==> config.mk <==
export PLATFORM = sky130hd
export DESIGN_NAME = DecodeTop
export DESIGN_NICKNAME = d
export VERILOG_FILES = /design/src/design/DecodePkg.sv /design/src/design/MicroOpExpander.sv /design/src/design/MicroOpPicker.sv /design/src/design/DecodedBranchResolver.sv /design/src/design/DecodeStage.sv /design/src/design/DecodeTop.sv
export SDC_FILE = /design/constraint.sdc
export NUM_CORES = 1
export LEC_CHECK = 0
export BUFFER_PORTS_ARGS = -buffer_cell sky130_fd_sc_hd__buf_2
export CORE_ASPECT_RATIO = 1.2
export CORE_MARGIN = 2
export CORE_UTILIZATION = 51
export CTS_CLUSTER_DIAMETER = 120
export DETAILED_ROUTE_END_ITERATION = 8
export HOLD_SLACK_MARGIN = 0.08
export PLACE_DENSITY = 0.78
export SLEW_MARGIN = 20
export SYNTH_ARGS = -nofsm -noshare
export SYNTH_HDL_FRONTEND = slang
export SYNTH_SLANG_ARGS = --single-unit
==> constraint.sdc <==
create_clock -name clk -period 7.45 [get_ports clk]
set_input_delay 1.1175 -clock clk [delete_from_list [all_inputs] [get_ports clk]]
set_output_delay 1.1175 -clock clk [all_outputs]
set_load 0.005 [all_outputs]
==> src/design/DecodePkg.sv <==
// ==========================================================
// Shared definitions for the two-wide decode stage
// Widths, opcode enum, instruction and micro-op structs,
// bundle lanes and output lanes
// ==========================================================
`default_nettype none

package DecodePkg;

    localparam int DECODE_WIDTH = 2;
    localparam int MICRO_OP_MAX_NUM = 2;
    localparam int ALL_MICRO_OP_NUM = DECODE_WIDTH * MICRO_OP_MAX_NUM;
    localparam int PC_WIDTH = 16;

    // Toy 16-bit ISA opcodes
    typedef enum logic [3:0] {
        NOP      = 4'd0,
        ADD      = 4'd1,
        SUB      = 4'd2,
        LOAD     = 4'd3,
        STORE    = 4'd4,
        LOADPAIR = 4'd5,
        BRANCH   = 4'd6,
        JUMP     = 4'd7,
        CSR      = 4'd8
    } OpCode;

    typedef struct packed {
        OpCode             opcode;
        logic [3:0]        rd;
        logic [3:0]        rs;
        logic signed [3:0] imm;
    } Insn;

    typedef struct packed {
        logic                taken;
        logic [PC_WIDTH-1:0] target;
    } BranchPred;

    // One lane of a fetch bundle
    typedef struct packed {
        logic                valid;
        Insn                 insn;
        logic [PC_WIDTH-1:0] pc;
        BranchPred           pred;
    } FetchLane;

    typedef struct packed {
        logic              valid;
        logic              serialized;
        logic              mid;
        OpCode             opcode;
        logic [3:0]        rd;
        logic [3:0]        rs;
        logic signed [3:0] imm;
    } MicroOp;

    // Registered form of a lane, instruction plus its expansion
    typedef struct packed {
        FetchLane                           fetch;
        MicroOp [MICRO_OP_MAX_NUM-1:0]      mops;
    } DecodeLane;

    typedef struct packed {
        logic                valid;
        MicroOp              mop;
        logic [PC_WIDTH-1:0] pc;
        BranchPred           pred;
    } PickedOp;

    typedef logic [$clog2(ALL_MICRO_OP_NUM)-1:0] MopIndex;

endpackage

`default_nettype wire

==> src/design/MicroOpExpander.sv <==
// ==========================================================
// Combinational pre-decode of bundle lanes into micro ops
// ==========================================================
`default_nettype none

module MicroOpExpander (
    input  wire DecodePkg::FetchLane  fetchLane [DecodePkg::DECODE_WIDTH],
    output DecodePkg::DecodeLane      decodeLane [DecodePkg::DECODE_WIDTH]
);

    // Plain one-to-one translation of each lane
    DecodePkg::MicroOp baseOp [DecodePkg::DECODE_WIDTH];

    always_comb begin
        for (int i = 0; i < DecodePkg::DECODE_WIDTH; i++) begin
            baseOp[i] = '0;
            baseOp[i].valid = fetchLane[i].valid;
            baseOp[i].opcode = fetchLane[i].insn.opcode;
            baseOp[i].rd = fetchLane[i].insn.rd;
            baseOp[i].rs = fetchLane[i].insn.rs;
            baseOp[i].imm = fetchLane[i].insn.imm;

            decodeLane[i].fetch = fetchLane[i];
            decodeLane[i].mops[0] = baseOp[i];
            decodeLane[i].mops[1] = '0;

            case (fetchLane[i].insn.opcode)
                DecodePkg::NOP: begin
                    decodeLane[i].mops[0].valid = 1'b0;
                end
                DecodePkg::LOADPAIR: begin
                    // Split into two loads, second one on the next register pair half
                    decodeLane[i].mops[0].opcode = DecodePkg::LOAD;
                    decodeLane[i].mops[1] = baseOp[i];
                    decodeLane[i].mops[1].opcode = DecodePkg::LOAD;
                    decodeLane[i].mops[1].mid = 1'b1;
                    decodeLane[i].mops[1].rd = fetchLane[i].insn.rd + 4'd1;
                    decodeLane[i].mops[1].imm = fetchLane[i].insn.imm + 4'sd2;
                end
                DecodePkg::CSR: begin
                    // CSR access must leave decode on its own
                    decodeLane[i].mops[0].serialized = 1'b1;
                end
                default: begin
                    // Other opcodes keep the single translated op
                end
            endcase
        end
    end

endmodule

`default_nettype wire

==> src/design/MicroOpPicker.sv <==
// ==========================================================
// Micro-op picker, up to two slots per cycle in slot order
// with serialized ops sent alone
// ==========================================================
`default_nettype none

module MicroOpPicker (
    input  wire [DecodePkg::ALL_MICRO_OP_NUM-1:0] pending,
    input  wire [DecodePkg::ALL_MICRO_OP_NUM-1:0] serialize,
    output logic [DecodePkg::DECODE_WIDTH-1:0]    picked,
    output DecodePkg::MopIndex                    pickedIndex [DecodePkg::DECODE_WIDTH],
    output logic [DecodePkg::ALL_MICRO_OP_NUM-1:0] remaining
);

    logic stop;
    logic found;

    always_comb begin
        remaining = pending;
        stop = 1'b0;
        found = 1'b0;

        for (int i = 0; i < DecodePkg::DECODE_WIDTH; i++) begin
            picked[i] = 1'b0;
            pickedIndex[i] = '0;
            found = 1'b0;

            for (int s = 0; s < DecodePkg::ALL_MICRO_OP_NUM; s++) begin
                if (!stop && !found && remaining[s]) begin
                    found = 1'b1;
                    if (serialize[s] && i != 0) begin
                        // Serialized op behind a normal one waits a cycle
                        stop = 1'b1;
                    end else begin
                        picked[i] = 1'b1;
                        pickedIndex[i] = DecodePkg::MopIndex'(s);
                        remaining[s] = 1'b0;
                        // Nothing may follow a serialized op
                        if (serialize[s]) begin
                            stop = 1'b1;
                        end
                    end
                end
            end
        end
    end

endmodule

`default_nettype wire

==> src/design/DecodedBranchResolver.sv <==
// ==========================================================
// Early branch resolver for the decode stage
// Checks direct jumps and non-branches against the prediction,
// masks younger lanes and computes the recovery PC
// ==========================================================
`default_nettype none

module DecodedBranchResolver (
    input  wire                                clk,
    input  wire                                rstN,
    input  wire                                hold,
    input  wire                                decodeComplete,
    input  wire DecodePkg::FetchLane           laneIn [DecodePkg::DECODE_WIDTH],
    output logic [DecodePkg::DECODE_WIDTH-1:0] laneValidOut,
    output logic                               flushTriggered,
    output logic [DecodePkg::PC_WIDTH-1:0]     recoveredPc
);

    logic [DecodePkg::DECODE_WIDTH-1:0] combValid;
    logic [DecodePkg::DECODE_WIDTH-1:0] savedValid;
    logic                               combTrig;
    logic                               savedTrig;
    logic [DecodePkg::PC_WIDTH-1:0]     combPc;
    logic [DecodePkg::PC_WIDTH-1:0]     savedPc;
    logic [DecodePkg::PC_WIDTH-1:0]     jumpTarget [DecodePkg::DECODE_WIDTH];

    // Set after the first cycle of a multi-cycle bundle
    logic resolved;

    always_comb begin
        combTrig = 1'b0;
        combPc = '0;
        for (int i = 0; i < DecodePkg::DECODE_WIDTH; i++) begin
            // pc + 2*imm, immediate sign-extended
            jumpTarget[i] = laneIn[i].pc
                + {{(DecodePkg::PC_WIDTH - 5){laneIn[i].insn.imm[3]}},
                   laneIn[i].insn.imm, 1'b0};

            // Lanes behind the first trigger are dropped
            combValid[i] = laneIn[i].valid && !combTrig;

            if (combValid[i]) begin
                if (laneIn[i].insn.opcode == DecodePkg::JUMP) begin
                    if (!(laneIn[i].pred.taken && laneIn[i].pred.target == jumpTarget[i])) begin
                        combTrig = 1'b1;
                        combPc = jumpTarget[i];
                    end
                end else if (laneIn[i].insn.opcode != DecodePkg::BRANCH
                             && laneIn[i].pred.taken) begin
                    combTrig = 1'b1;
                    combPc = laneIn[i].pc + DecodePkg::PC_WIDTH'(2);
                end
            end
        end
    end

    always_ff @(posedge clk) begin
        if (!rstN) begin
            resolved <= 1'b0;
        end else if (!hold) begin
            resolved <= !decodeComplete;
        end
    end

    // Snapshot of the first cycle's result
    always_ff @(posedge clk) begin
        if (!hold && !resolved) begin
            savedValid <= combValid;
            savedTrig <= combTrig;
            savedPc <= combPc;
        end
    end

    always_comb begin
        laneValidOut = resolved ? savedValid : combValid;
        flushTriggered = decodeComplete && (resolved ? savedTrig : combTrig);
        recoveredPc = resolved ? savedPc : combPc;
    end

endmodule

`default_nettype wire

==> src/design/DecodeStage.sv <==
// ==========================================================
// Decode stage
// Bundle register, pending micro-op tracking, own stall,
// early flush and the two output lanes
// ==========================================================
`default_nettype none

module DecodeStage (
    input  wire                            clk,
    input  wire                            rstN,
    input  wire DecodePkg::DecodeLane      decodeLane [DecodePkg::DECODE_WIDTH],
    input  wire                            fetchValid,
    input  wire                            stall,
    input  wire                            clear,
    output logic                           ready,
    output DecodePkg::PickedOp             pickedOp [DecodePkg::DECODE_WIDTH],
    output logic                           nextFlush,
    output logic [DecodePkg::PC_WIDTH-1:0] recoveredPc
);

    DecodePkg::DecodeLane pipeReg [DecodePkg::DECODE_WIDTH];
    DecodePkg::FetchLane  laneIn [DecodePkg::DECODE_WIDTH];
    DecodePkg::MicroOp    allMops [DecodePkg::ALL_MICRO_OP_NUM];

    logic [DecodePkg::ALL_MICRO_OP_NUM-1:0] pendingReg;
    logic [DecodePkg::ALL_MICRO_OP_NUM-1:0] curPending;
    logic [DecodePkg::ALL_MICRO_OP_NUM-1:0] livePending;
    logic [DecodePkg::ALL_MICRO_OP_NUM-1:0] serialize;
    logic [DecodePkg::ALL_MICRO_OP_NUM-1:0] remaining;

    logic [DecodePkg::DECODE_WIDTH-1:0] picked;
    logic [DecodePkg::DECODE_WIDTH-1:0] laneValid;
    DecodePkg::MopIndex                 pickedIndex [DecodePkg::DECODE_WIDTH];

    logic initiate;
    logic complete;
    logic stallUpper;
    logic resolverHold;
    logic flushTriggered;

    // Bundle register
    always_ff @(posedge clk) begin
        if (!rstN || clear) begin
            for (int i = 0; i < DecodePkg::DECODE_WIDTH; i++) begin
                pipeReg[i].fetch.valid <= 1'b0;
            end
        end else if (ready) begin
            for (int i = 0; i < DecodePkg::DECODE_WIDTH; i++) begin
                pipeReg[i] <= decodeLane[i];
                if (!fetchValid) begin
                    pipeReg[i].fetch.valid <= 1'b0;
                end
            end
        end
    end

    // Pending slots advance only when downstream accepts
    always_ff @(posedge clk) begin
        if (!rstN || clear) begin
            pendingReg <= '0;
            initiate <= 1'b1;
        end else if (!stall) begin
            initiate <= complete;
            pendingReg <= remaining;
        end
    end

    always_comb begin
        for (int i = 0; i < DecodePkg::DECODE_WIDTH; i++) begin
            laneIn[i] = pipeReg[i].fetch;
            for (int j = 0; j < DecodePkg::MICRO_OP_MAX_NUM; j++) begin
                allMops[i * DecodePkg::MICRO_OP_MAX_NUM + j] = pipeReg[i].mops[j];
                serialize[i * DecodePkg::MICRO_OP_MAX_NUM + j] = pipeReg[i].mops[j].serialized;
                // Fresh bundle takes its valid bits straight from the register
                curPending[i * DecodePkg::MICRO_OP_MAX_NUM + j] = initiate
                    ? (pipeReg[i].mops[j].valid && pipeReg[i].fetch.valid)
                    : pendingReg[i * DecodePkg::MICRO_OP_MAX_NUM + j];
                // Flushed lanes drop out before the pick
                livePending[i * DecodePkg::MICRO_OP_MAX_NUM + j] =
                    curPending[i * DecodePkg::MICRO_OP_MAX_NUM + j] && laneValid[i];
            end
        end
    end

    MicroOpPicker picker_i (
        .pending    (livePending),
        .serialize  (serialize),
        .picked     (picked),
        .pickedIndex(pickedIndex),
        .remaining  (remaining)
    );

    DecodedBranchResolver resolver_i (
        .clk           (clk),
        .rstN          (rstN),
        .hold          (resolverHold),
        .decodeComplete(complete),
        .laneIn        (laneIn),
        .laneValidOut  (laneValid),
        .flushTriggered(flushTriggered),
        .recoveredPc   (recoveredPc)
    );

    always_comb begin
        // A clear ends the bundle at once
        complete = clear || (remaining == '0);
        stallUpper = !complete;
        ready = !stall && !stallUpper;
        resolverHold = stall && !clear;
        nextFlush = flushTriggered && !clear;
    end

    // Map each picked slot back to its instruction lane
    always_comb begin
        int src;
        src = 0;
        for (int k = 0; k < DecodePkg::DECODE_WIDTH; k++) begin
            src = int'(pickedIndex[k]) / DecodePkg::MICRO_OP_MAX_NUM;
            pickedOp[k].valid = picked[k] && !clear;
            pickedOp[k].mop = allMops[pickedIndex[k]];
            pickedOp[k].pc = pipeReg[src].fetch.pc;
            pickedOp[k].pred = pipeReg[src].fetch.pred;
        end
    end

endmodule

`default_nettype wire

==> src/design/DecodeTop.sv <==
// ==========================================================
// Decode front end top level
// Pre-decode expander feeding the decode stage
// ==========================================================
`default_nettype none

module DecodeTop (
    input  wire                            clk,
    input  wire                            rstN,
    input  wire DecodePkg::FetchLane       fetchLane [DecodePkg::DECODE_WIDTH],
    input  wire                            fetchValid,
    input  wire                            stall,
    input  wire                            clear,
    output logic                           ready,
    output DecodePkg::PickedOp             pickedOp [DecodePkg::DECODE_WIDTH],
    output logic                           nextFlush,
    output logic [DecodePkg::PC_WIDTH-1:0] recoveredPc
);

    DecodePkg::DecodeLane decodeLane [DecodePkg::DECODE_WIDTH];

    MicroOpExpander expander_i (
        .fetchLane (fetchLane),
        .decodeLane(decodeLane)
    );

    DecodeStage stage_i (
        .clk        (clk),
        .rstN       (rstN),
        .decodeLane (decodeLane),
        .fetchValid (fetchValid),
        .stall      (stall),
        .clear      (clear),
        .ready      (ready),
        .pickedOp   (pickedOp),
        .nextFlush  (nextFlush),
        .recoveredPc(recoveredPc)
    );

endmodule

`default_nettype wire

==> metrics.csv, run 1 <==
metric,value,unit
sequential fraction of the synthesis area,0.4151,
Post-synth EDFFs,158,
DRT Wirelength,36590,um
IO Port Bufs,228,
pre-CTS WS,1162,ps
GRT Util Overall,0.2997,
synth cell count leaders,"158 x edfxtp_1, 141 x nand2_1, 108 x and2_1",
clk buf depth,2,
final core occ,0.6090,
clock-pin slew on the worst setup and hold paths,80,ps
Post-CTS Setup Bufs,0,
top post-synthesis cells by area,"edfxtp_1 40%, and2_1 5.8%, nand2_1 4.5%",
period utilization,0.9181,
Iter 0 DRT Violations,912,
max_cap viols,0,
Post-synth ARST share,0,
sw power,679.9,uW
Detailed Routing Iterations Pass 1,5,
outcome,"finished, final reports clean",
via count,10330,
nature of the critical path endpoint,primary output,
worst-skew pair later-pin latency,440,ps
post-synthesis cell count,1188,
total die area,24210,um^2
cell area after synthesis,11720,um^2
Synth Area per Inst,9.865,um^2
flop2flop setup slack,2100,ps
Die Wd,142.4,um
Core Footprint,22520,um^2
#FFs+latches synth,164,
Lkg Pwr,5.400,nW
Slew Limit Fails,0,
Mapped Nets,1329,
reg2reg path depth,12,
CP Max Fanout,16,
Synth top area share,0.4048,
die height,170.1,um
power share of the sequential group,0.465,
CP Capture Point,pickedOp[87],
post-CTS resize count,0,
"area leader, netlist",edfxtp_1,
RSZ-0062 raised after global routing,no,
unique cell type count in the Yosys netlist,80,
H-tree levels,4,
Worst setup SP type,flip-flop,
Critical Path RT,6330,ps
Rows,60,
Yosys Warn Count,0,
Root Driver,clkbuf_16,
Fmax,0.1462,GHz
initial antenna violation count,0,
Synth Flop Type,edfxtp_1,
final net count,1524,
number of global-route vias before repair,9780,
Peak VDD IR,0.1453,mV
slew at the pin with the worst max-slew slack,1161,ps
DR vias/cell,6.165,
Final Hold Vio Count,0,
pwr dens,170.3,nW/um^2
Net Sw Frac,0.2910,
RePlAce Congestion,0.9674,
beginning of the critical path,stage_i.pipeReg[0][73],
post-route worst setup slack,610.3,ps
CTS Sinks,164,
terminus of the critical flop-to-flop path,stage_i.pipeReg[1][18],
maximum number of pins on one net before global-route repair,78,
GR Overflow Total,0,
DP HPWL,27230,um
final worst path period need,6840,ps
top-count cell post-synth,edfxtp_1,
Final setup viols,0,
minimum hold slack,464.8,ps
fraction of layout cells with a size suffix above 1,0.2564,
final clock skew,17.21,ps
WL/cell,21.83,um
hold buffers post-CTS,0,
Internal,1.656,mW
Inserted Clock Buffers,17,
first-pass GRT wire length,55030,um
Pwr Total,2.336,mW
CTS tree,done,
P&R area growth vs syn,17.03,%
Comb power frac,0.144,
Crit Path Category,reg -> out,
total negative slack,0,ps
Ports,229,
DRC Markers,0,
crit path DAT,5720,ps
Routed Antenna Nets,0,
Hold Path Class,reg -> reg,
clock power share,0.391,
Initial Util,0.5204,
Worst slew margin,0.2211,
worst r2r src,stage_i.pipeReg[0][73],
## metrics by stage
step / instance area (um^2) / instances
2_1_floorplan: 11720 / 1188
3_3_place_gp: 13080 / 1643
3_5_place_dp: 13090 / 1643
4_1_cts: 13710 / 1675
5_1_grt: 13710 / 1675
6_report: 13720 / 1676
## layout by cell type, fill, tap and decap left out, drive strengths merged, types with 5 or more instances in the layout
cell type,Yosys,routed
clkinv,0,7
and3,17,17
inv,38,45
a31oi,10,10
a221oi,17,17
nor2b,6,6
nand3,44,44
ha,34,34
clkbuf,49,17
a211oi,11,11
dfxtp,6,6
edfxtp,158,158
a21o,9,9
nor4,5,5
nand4,9,9
mux2i,19,19
nand2,141,141
mux2,41,41
o21a,14,14
o311ai,8,8
xnor3,8,8
xnor2,47,47
o31ai,6,6
o211ai,18,18
nor3,25,25
buf,22,247
xor2,36,36
nor2,74,74
a21oi,35,35
and2,109,109
o21ai,44,44
a2111oi,5,5
and4,22,22
o22ai,10,10
o32a,12,12
o221a,13,13
## sequential cells by signal (all words and copies together) (netlist names)
| signal | cells |
|---|---|
| stage_i.resolver_i.savedValid | 2 |
| stage_i.pipeReg | 140 |
| stage_i.resolver_i.resolved | 1 |
| stage_i.pendingReg | 3 |
| stage_i.initiate | 1 |
| stage_i.resolver_i.savedPc | 16 |
| stage_i.resolver_i.savedTrig | 1 |
## how the worst min path moves through the flow
stage	from	end	slack, ps	cells after the start
floorplan	stage_i.pipeReg[0][86]	stage_i.resolver_i.savedValid[0]	420	0
global placement	stage_i.pendingReg[3]	stage_i.pendingReg[3]	440	2
detailed placement	stage_i.pendingReg[3]	stage_i.pendingReg[3]	450	2
CTS	stage_i.pendingReg[3]	stage_i.pendingReg[3]	460	2
global route	stage_i.pendingReg[3]	stage_i.pendingReg[3]	500	2
finish	stage_i.pendingReg[3]	stage_i.pendingReg[3]	460	2
## cell type report
| class | count | area (um^2) |
|---|---|---|
| Antenna cell | 1 | 2.502 |
| Clock buffer | 17 | 425.4 |
| Clock inverter | 15 | 200.2 |
| Fill cell | 1942 | 8806 |
| Inverter | 38 | 142.6 |
| Multi-Input combinational cell | 915 | 6435 |
| Sequential cell | 164 | 4865 |
| Tap cell | 279 | 349.1 |
| Timing Repair Buffer | 247 | 1296 |
## power by group through the flow
| stage | Clock (mW) | Sequential [mW] | Combinational [mW] |
|---|---|---|---|
| final | 0.914 | 1.09 | 0.336 |
| after global routing | 0.964 | 1.09 | 0.367 |
| after detailed placement | 0 | 1.10 | 0.331 |
| after floorplan | 0 | 1.09 | 0.220 |
| after CTS | 0.927 | 1.08 | 0.334 |
| after global placement | 0 | 1.10 | 0.330 |
## critical path, cell delays in order (launching register included)
cell	delay, ps
edfxtp_1	650
ha_1	480
o211ai_1	210
a21o_1	190
nand2_1	180
a311o_1	390
a2111oi_0	490
o2111ai_1	290
nor4_4	680
o2111a_2	560
buf_4	340
mux2i_1	140
a221oi_1	460
buf_2	210
## kinds of logic (layout without fill, tap and decap cells)
group | count (synthesis) | after routing | synth area share
adders and majority gates | 36 | 36 | 0.03971
other | 0 | 1 | 0
xor gates and xnor gates | 91 | 91 | 0.07740
and+or+nand+nor | 475 | 475 | 0.2094
DFF | 164 | 164 | 0.4151
AOI/OAI and AO/OA | 253 | 253 | 0.1647
muxes | 60 | 60 | 0.05562
buffers and inverters | 109 | 317 | 0.03811
## per-layer routing
| layer | GRT usage | up-vias | wire (um) |
|---|---|---|---|
| li1 | - | 4831 | - |
| met2 | 0.5064 | 485 | 17680 |
| met4 | 0.1567 | 0 | 1964 |
| met5 | 0 | - | 0 |
| met3 | 0.05402 | 95 | 2746 |
| met1 | 0.3661 | 4921 | 14190 |
Power figures use the tool's default switching activity.
==> inputs of run 2 (changes only) <==
--- a/config.mk
+++ b/config.mk
@@ -5,14 +5,15 @@
 export SDC_FILE = /design/constraint.sdc
 export NUM_CORES = 1
 export LEC_CHECK = 0
+export ABC_AREA = 1
 export BUFFER_PORTS_ARGS = -buffer_cell sky130_fd_sc_hd__buf_2
 export CORE_ASPECT_RATIO = 1.2
 export CORE_MARGIN = 2
-export CORE_UTILIZATION = 51
+export CORE_UTILIZATION = 43
 export CTS_CLUSTER_DIAMETER = 120
 export DETAILED_ROUTE_END_ITERATION = 8
 export HOLD_SLACK_MARGIN = 0.08
-export PLACE_DENSITY = 0.78
+export PLACE_DENSITY = 0.67
 export SLEW_MARGIN = 20
 export SYNTH_ARGS = -nofsm -noshare
 export SYNTH_HDL_FRONTEND = slang
==> run 2 against run 1 <==
Compared with the run above: setup slack gained 430 ps; core utilization shrank 10 points; combinational power grew 38%; register-to-register slack gained 160 ps; first-iteration DRC count grew 23%; fmax grew 6.7%; largest cell class unchanged; area after synthesis grew 7.9%.
==> metrics.csv, run 2 <==
metric,value,unit,change
highest metal used,met5,,was met4
Net Sw Frac,0.2930,,was 0.2910
Pwr Total,2.471,mW,was 2.336 mW
Rows,68,,was 60
P&R area growth vs syn,15.16,%,was 17.03%
Iter 0 DRT Violations,1118,,was 912
RSZ-0062 raised after global routing,no,,unchanged
Inserted Clock Buffers,17,,unchanged
power share of the sequential group,0.444,,was 0.465
Worst slew margin,0.3745,,was 0.2211
M1 wire length,16490,um,was 14190 um
top post-synthesis cells by area,"edfxtp_1 38%, nand2_1 11%, inv_1 8.0%",,"was edfxtp_1 40%, and2_1 5.8%, nand2_1 4.5%"
Core Footprint,28840,um^2,was 22520 um^2
final worst path period need,6408,ps,was 6840 ps
cell area after synthesis,12640,um^2,was 11720 um^2
Post-CTS Setup Bufs,0,,unchanged
DRC Markers,0,,unchanged
Synth Area per Inst,7.557,um^2,was 9.865 um^2
max_cap viols,0,,unchanged
Peak VDD IR,0.1092,mV,was 0.1453 mV
unique cell type count in the Yosys netlist,54,,was 80
max reg flops,140,,unchanged
Cells on Worst Hold Path,0,,was 2
WL/cell,18.75,um,was 21.83 um
met2 wire length,21180,um,was 17680 um
IO Port Bufs,228,,unchanged
"leading cell type in the layout, fill and taps excluded",nand2_1,,was buf_2
Post-synth EDFFs,158,,unchanged
worst r2r src,stage_i.pipeReg[0][73],,unchanged
Critical Path RT,6330,ps,about the same
period utilization,0.8601,,was 0.9181
Lkg Pwr,6.831,nW,was 5.400 nW
flop2flop setup slack,2260,ps,was 2100 ps
total negative slack,0,ps,unchanged
CP Max Fanout,24,,was 16
top-count cell post-synth,nand2_1,,was edfxtp_1
terminus of the critical flop-to-flop path,stage_i.pipeReg[1][12],,was stage_i.pipeReg[1][18]
pwr dens,169.7,nW/um^2,was 170.3 nW/um^2
Routed Antenna Nets,0,,unchanged
Root Driver,clkbuf_16,,unchanged
initial antenna violation count,4,,was 0
Initial Util,0.4383,,was 0.5204
placed cells,2238,,was 1643
Slew Limit Fails,0,,unchanged
DRT Wirelength,42580,um,was 36590 um
DP HPWL,33830,um,was 27230 um
post-synthesis cell count,1673,,was 1188
first-pass GRT wire length,65720,um,was 55030 um
RePlAce Congestion,0.9630,,was 0.9674
Fmax,0.1561,GHz,was 0.1462 GHz
clk buf depth,2,,unchanged
H-tree levels,4,,unchanged
nature of the critical path endpoint,primary output,,unchanged
#FFs+latches synth,164,,unchanged
hold buffers post-CTS,0,,unchanged
Final Hold Vio Count,0,,unchanged
via count,11950,,was 10330
final net count,2013,,was 1524
Hold Path Class,reg -> reg,,unchanged
synth cell count leaders,"382 x nand2_1, 271 x inv_1, 163 x o21ai_0",,"was 158 x edfxtp_1, 141 x nand2_1, 108 x and2_1"
"area leader, netlist",edfxtp_1,,unchanged
Worst Hold Path EP,stage_i.resolver_i.savedValid[0],,was stage_i.pendingReg[3]
clock power share,0.369,,was 0.391
fraction of layout cells with a size suffix above 1,0.2080,,was 0.2564
Detailed Routing Iterations Pass 1,6,,was 5
Ports,229,,unchanged
final core occ,0.5048,,was 0.6090
total die area,30790,um^2,was 24210 um^2
final clock skew,16.78,ps,was 17.21 ps
worst-skew pair later-pin latency,450,ps,was 440 ps
Largest Register,stage_i.pipeReg,,unchanged
sw power,724.0,uW,was 679.9 uW
GRT Util Overall,0.2807,,was 0.2997
Synth top area share,0.3753,,was 0.4048
post-CTS resize count,0,,unchanged
CTS Sinks,164,,unchanged
reg2reg path depth,25,,was 12
Die Wd,160.5,um,was 142.4 um
maximum number of pins on one net before global-route repair,74,,was 78
Comb power frac,0.187,,was 0.144
die height,191.8,um,was 170.1 um
outcome,"finished, final reports clean",,unchanged
min-delay src,stage_i.pipeReg[0][86],,was stage_i.pendingReg[3]
clock-pin slew on the worst setup and hold paths,60,ps,was 80 ps
Worst setup SP type,flip-flop,,unchanged
Yosys Warn Count,0,,unchanged
number of global-route vias before repair,11720,,was 9780
crit path DAT,5290,ps,was 5720 ps
Synth Flop Type,edfxtp_1,,unchanged
Final setup viols,0,,unchanged
"non-filler cells, final",2271,,was 1676
most frequent cells in the layout,"382 x nand2_1, 271 x inv_1, 228 x buf_2, 163 x o21ai_0, 160 x nor2_1",,"was 228 x buf_2, 158 x edfxtp_1, 141 x nand2_1, 108 x and2_1, 74 x nor2_1"
Crit Path Category,reg -> out,,unchanged
Mapped Nets,1814,,was 1329
CTS tree,done,,unchanged
DR vias/cell,5.262,,was 6.165
Internal,1.747,mW,was 1.656 mW
routed length on met3,3018,um,was 2746 um
biggest regs,"stage_i.pipeReg: 140 flops, stage_i.resolver_i.savedPc: 16 flops, stage_i.pendingReg: 3 flops",,unchanged
Post-synth ARST share,0,,unchanged
GR Overflow Total,0,,unchanged
sequential fraction of the synthesis area,0.3848,,was 0.4151
slew at the pin with the worst max-slew slack,937.3,ps,was 1161 ps
[run 2: cell types whose count changed after synthesis, sizes merged, moves of 37 or more]
cell   change
nand2    +255
nor2     +156
xnor2     -37
o21ai    +144
inv      +248
mux2      -41
and2     -108
nand3     +51
[run 2: routing by layer]
metal  global-route usage  up-vias
li1                     -     5849
met2               0.4975      512
met4               0.1237        6
met1               0.3314     5491
met5                    0        -
met3              0.05377       92
[run 2: critical path, stage by stage, from the launching register on]
cell and delay, ps:
edfxtp_1 640, ha_1 500, nand2_1 130, nor2_2 150, nand2_1 70, nand3_2 90, xor2_1 380, inv_1 80
nand2_1 70, nand2_1 50, nand3_1 120, nor2_4 50, nand2_2 80, nand2_4 80, nand3_2 100, nand2_4 100
nand2_4 70, nand2_2 70, inv_1 60, nand3_1 90, nand2_1 570, clkinv_1 710, o21ai_0 300, a21oi_1 100
buf_2 170
[run 2: area by class of cell]
| type | instances | area (um^2) |
|---|---|---|
| multi-input cells | 1159 | 6301 |
| clock buffers | 20 | 436.7 |
| well taps | 385 | 481.7 |
| flip-flops and latches | 164 | 4865 |
| diodes | 1 | 2.502 |
| inverters | 291 | 1095 |
| fillers | 2831 | 14280 |
| clock inverters | 12 | 153.9 |
| repair buffers | 239 | 1224 |
[run 2: cell families after synthesis]
kind of cell               share of synthesized area
DFF                                           0.3848
xor gates and xnor gates                     0.02563
AOI/OAI and AO/OA                             0.1409
adders and majority gates                    0.03682
and+or+nand+nor                               0.2934
buffers and inverters                         0.1185
[run 2: stage by stage]
| stage | area, um^2 | hold WS (ps) | setup slack [ps] |
|---|---|---|---|
| after floorplan | 12640 | 450.4 | 2616 |
| after global placement | 13960 | 481.2 | 1573 |
| after detailed placement | 13960 | 482.6 | 1529 |
| after CTS | 14550 | 497.0 | 1027 |
| after global routing | 14560 | 509.5 | 509.8 |
| final | 14560 | 499.6 | 1042 |
[run 2: power groups by stage]
stage	clock network, mW	registers [mW]	logic (mW)
2_1_floorplan	0	1.10	0.310
6_report	0.911	1.10	0.462
3_3_place_gp	0	1.12	0.454
3_5_place_dp	0	1.12	0.458
4_1_cts	0.929	1.10	0.462
5_1_grt	0.961	1.10	0.521
[run 2: worst max-delay path by stage]
stage / startpoint / endpoint / slack (ps)
after floorplan: stage_i.pipeReg[0][55] / stage_i.pipeReg[0][12] / 2620
after global placement: stage_i.pipeReg[0][55] / pickedOp[89] / 1570
after detailed placement: stage_i.pipeReg[0][73] / pickedOp[96] / 1530
after CTS: stage_i.pipeReg[0][73] / pickedOp[96] / 1030
after global routing: stage_i.pipeReg[0][73] / pickedOp[86] / 510
final: stage_i.pipeReg[0][73] / pickedOp[101] / 1040
==> inputs of run 3 (changes only) <==
--- a/config.mk
+++ b/config.mk
@@ -8,12 +8,12 @@
 export ABC_AREA = 1
 export BUFFER_PORTS_ARGS = -buffer_cell sky130_fd_sc_hd__buf_2
 export CORE_ASPECT_RATIO = 1.2
-export CORE_MARGIN = 2
 export CORE_UTILIZATION = 43
 export CTS_CLUSTER_DIAMETER = 120
+export CTS_CLUSTER_SIZE = 12
 export DETAILED_ROUTE_END_ITERATION = 8
 export HOLD_SLACK_MARGIN = 0.08
-export PLACE_DENSITY = 0.67
+export PLACE_DENSITY = 0.65
 export SLEW_MARGIN = 20
 export SYNTH_ARGS = -nofsm -noshare
 export SYNTH_HDL_FRONTEND = slang
==> run 3 against run 2 <==
Compared with the run above: clock power is 2% higher; core utilization about the same; combinational power shrank 0.9%; worst hold slack gained 8.3 ps; sequential share of layout area hardly changed; flip-flop and latch count is the same; clock-buffer cell count shrank 3; first-iteration DRC count shrank 16%; fmax about the same; register-to-register slack worse by 280 ps; routed wire length about the same; critical path depth grew 3.
==> metrics.csv, run 3 (synthesized netlist as in run 2, its figures left out) <==
metric,value,unit,change
CTS tree,done,,unchanged
Largest Register,stage_i.pipeReg,,unchanged
period utilization,0.8593,,was 0.8601
total die area,30090,um^2,was 30790 um^2
flop2flop setup slack,1980,ps,was 2260 ps
final clock skew,16.53,ps,was 16.78 ps
Critical Path RT,6330,ps,about the same
area post-placement,13950,um^2,was 13960 um^2
terminus of the critical flop-to-flop path,stage_i.pipeReg[1][47],,was stage_i.pipeReg[1][12]
Routed Antenna Nets,0,,unchanged
post-route worst setup slack,1048,ps,was 1042 ps
final core occ,0.5052,,was 0.5048
clk buf depth,2,,unchanged
biggest regs,"stage_i.pipeReg: 140 flops, stage_i.resolver_i.savedPc: 16 flops, stage_i.pendingReg: 3 flops",,unchanged
Post-CTS Setup Bufs,0,,unchanged
GRT Util Overall,0.2890,,was 0.2807
Iter 0 DRT Violations,938,,was 1118
final net count,2011,,was 2013
max reg flops,140,,unchanged
first-pass GRT wire length,63510,um,was 65720 um
CP Max Fanout,72,,was 24
initial antenna violation count,3,,was 4
worst r2r src,stage_i.pipeReg[0][73],,unchanged
P&R area growth vs syn,15.25,%,was 15.16%
H-tree levels,4,,unchanged
Worst slew margin,0.3354,,was 0.3745
"leading cell type in the layout, fill and taps excluded",nand2_1,,unchanged
beginning of the critical path,stage_i.pipeReg[0][55],,was stage_i.pipeReg[0][73]
GR Overflow Total,0,,unchanged
CTS Sinks,164,,unchanged
fin area,14570,um^2,was 14560 um^2
met3 usage,0.06492,,was 0.05377
Slew Limit Fails,0,,unchanged
grt met2 use,0.5029,,was 0.4975
Die Wd,158.5,um,was 160.5 um
total negative slack,0,ps,unchanged
Initial Util,0.4383,,unchanged
Final setup viols,0,,unchanged
fraction of layout cells with a size suffix above 1,0.2082,,was 0.2080
most frequent cells in the layout,"382 x nand2_1, 271 x inv_1, 228 x buf_2, 163 x o21ai_0, 161 x nor2_1",,"was 382 x nand2_1, 271 x inv_1, 228 x buf_2, 163 x o21ai_0, 160 x nor2_1"
outcome,"finished, final reports clean",,unchanged
die height,189.8,um,was 191.8 um
Rows,68,,unchanged
Worst setup SP type,flip-flop,,unchanged
RePlAce Congestion,0.9658,,was 0.9630
Hold Path Class,reg -> reg,,unchanged
Core Footprint,28840,um^2,unchanged
WL/cell,18.75,um,about the same
pwr dens,170.7,nW/um^2,was 169.7 nW/um^2
final worst path period need,6402,ps,was 6408 ps
DRT Wirelength,42560,um,was 42580 um
via count,11840,,was 11950
RSZ-0062 raised after global routing,no,,unchanged
worst-skew pair later-pin latency,450,ps,about the same
DP HPWL,33420,um,was 33830 um
DRC Markers,0,,unchanged
clock-pin slew on the worst setup and hold paths,60,ps,about the same
number of global-route vias before repair,11160,,was 11720
Peak VDD IR,0.1074,mV,was 0.1092 mV
Inserted Clock Buffers,17,,unchanged
gr busiest metal,met2,,unchanged
routing usage on met1,0.3345,,was 0.3314
Fmax,0.1562,GHz,was 0.1561 GHz
maximum number of pins on one net before global-route repair,99,,was 74
Lkg Pwr,6.845,nW,was 6.831 nW
nature of the critical path endpoint,primary output,,unchanged
DR vias/cell,5.216,,was 5.262
pre-CTS WS,1573,ps,was 1529 ps
CP Capture Point,pickedOp[51],,was pickedOp[101]
Ports,229,,unchanged
Final Hold Vio Count,0,,unchanged
post-CTS resize count,0,,unchanged
Root Driver,clkbuf_16,,unchanged
Crit Path Category,reg -> out,,unchanged
hold buffers post-CTS,0,,unchanged
Detailed Routing Iterations Pass 1,5,,was 6
IO Port Bufs,228,,unchanged
slew at the pin with the worst max-slew slack,993.2,ps,was 937.3 ps
reg2reg path depth,26,,was 25
crit path DAT,5280,ps,was 5290 ps
max_cap viols,0,,unchanged
==> run 3: cell type report <==
cell class / count / area [um^2]
fill: 2904 / 14270
multi-input combinational: 1159 / 6299
clock inverter: 15 / 178.9
sequential: 164 / 4865
antenna: 2 / 5.005
timing repair buffer: 237 / 1221
inverter: 291 / 1095
clock buffer: 17 / 425.4
tap: 385 / 481.7
==> run 3: report_power, final <==
group | internal [mW] | leakage (nW) | switching [mW]
clock network | 0.530 | 0.289 | 0.399
logic | 0.164 | 5.23 | 0.294
registers | 1.06 | 1.33 | 0.0445
total | 1.75 | 6.84 | 0.738
==> run 3: per-layer routing <==
metal / vias up / wire length (um)
li1: 5852 / -
met4: 2 / 1839
met2: 482 / 21030
met5: - / 14
met1: 5423 / 16450
met3: 82 / 3219
==> run 3: metrics by stage <==
stage | hold slack [ps] | power [mW] | cells
after global placement | 496.0 | 1.571 | 2236
after floorplan | 450.4 | 1.406 | 1673
after CTS | 514.0 | 2.501 | 2268
after detailed placement | 499.2 | 1.574 | 2236
final | 507.9 | 2.487 | 2270
after global routing | 528.4 | 2.594 | 2268
==> run 3: critical path, cell delays in order (launching register included) <==
cell      delay (ps)
edfxtp_1         440
ha_1             280
inv_1             80
fa_1             390
inv_1            170
nand2_1          110
nand2_1           90
nand3_1          110
nand3_1          180
nand2_1           90
nand2_1           60
nand2_1           50
nor2_2            80
nand3_1          130
nor2_4           130
nand2_2           70
nand2_4           90
nand3_2          100
nand2_4          160
nand4_4          110
nand2_2          110
nor3_1            50
nand3_1          170
nand2_4          410
inv_2            730
o21ai_0          180
o21ai_1          120
buf_2            140
==> run 3: how the worst min path moves through the flow <==
stage / from / endpoint / cells after the start
after floorplan: stage_i.pipeReg[0][86] / stage_i.resolver_i.savedValid[0] / 0
after global placement: stage_i.pipeReg[0][86] / stage_i.resolver_i.savedValid[0] / 0
after detailed placement: stage_i.pipeReg[0][86] / stage_i.resolver_i.savedValid[0] / 0
after CTS: stage_i.pipeReg[0][86] / stage_i.resolver_i.savedValid[0] / 0
after global routing: stage_i.pipeReg[0][86] / stage_i.resolver_i.savedValid[0] / 0
final: stage_i.pipeReg[0][86] / stage_i.resolver_i.savedValid[0] / 0
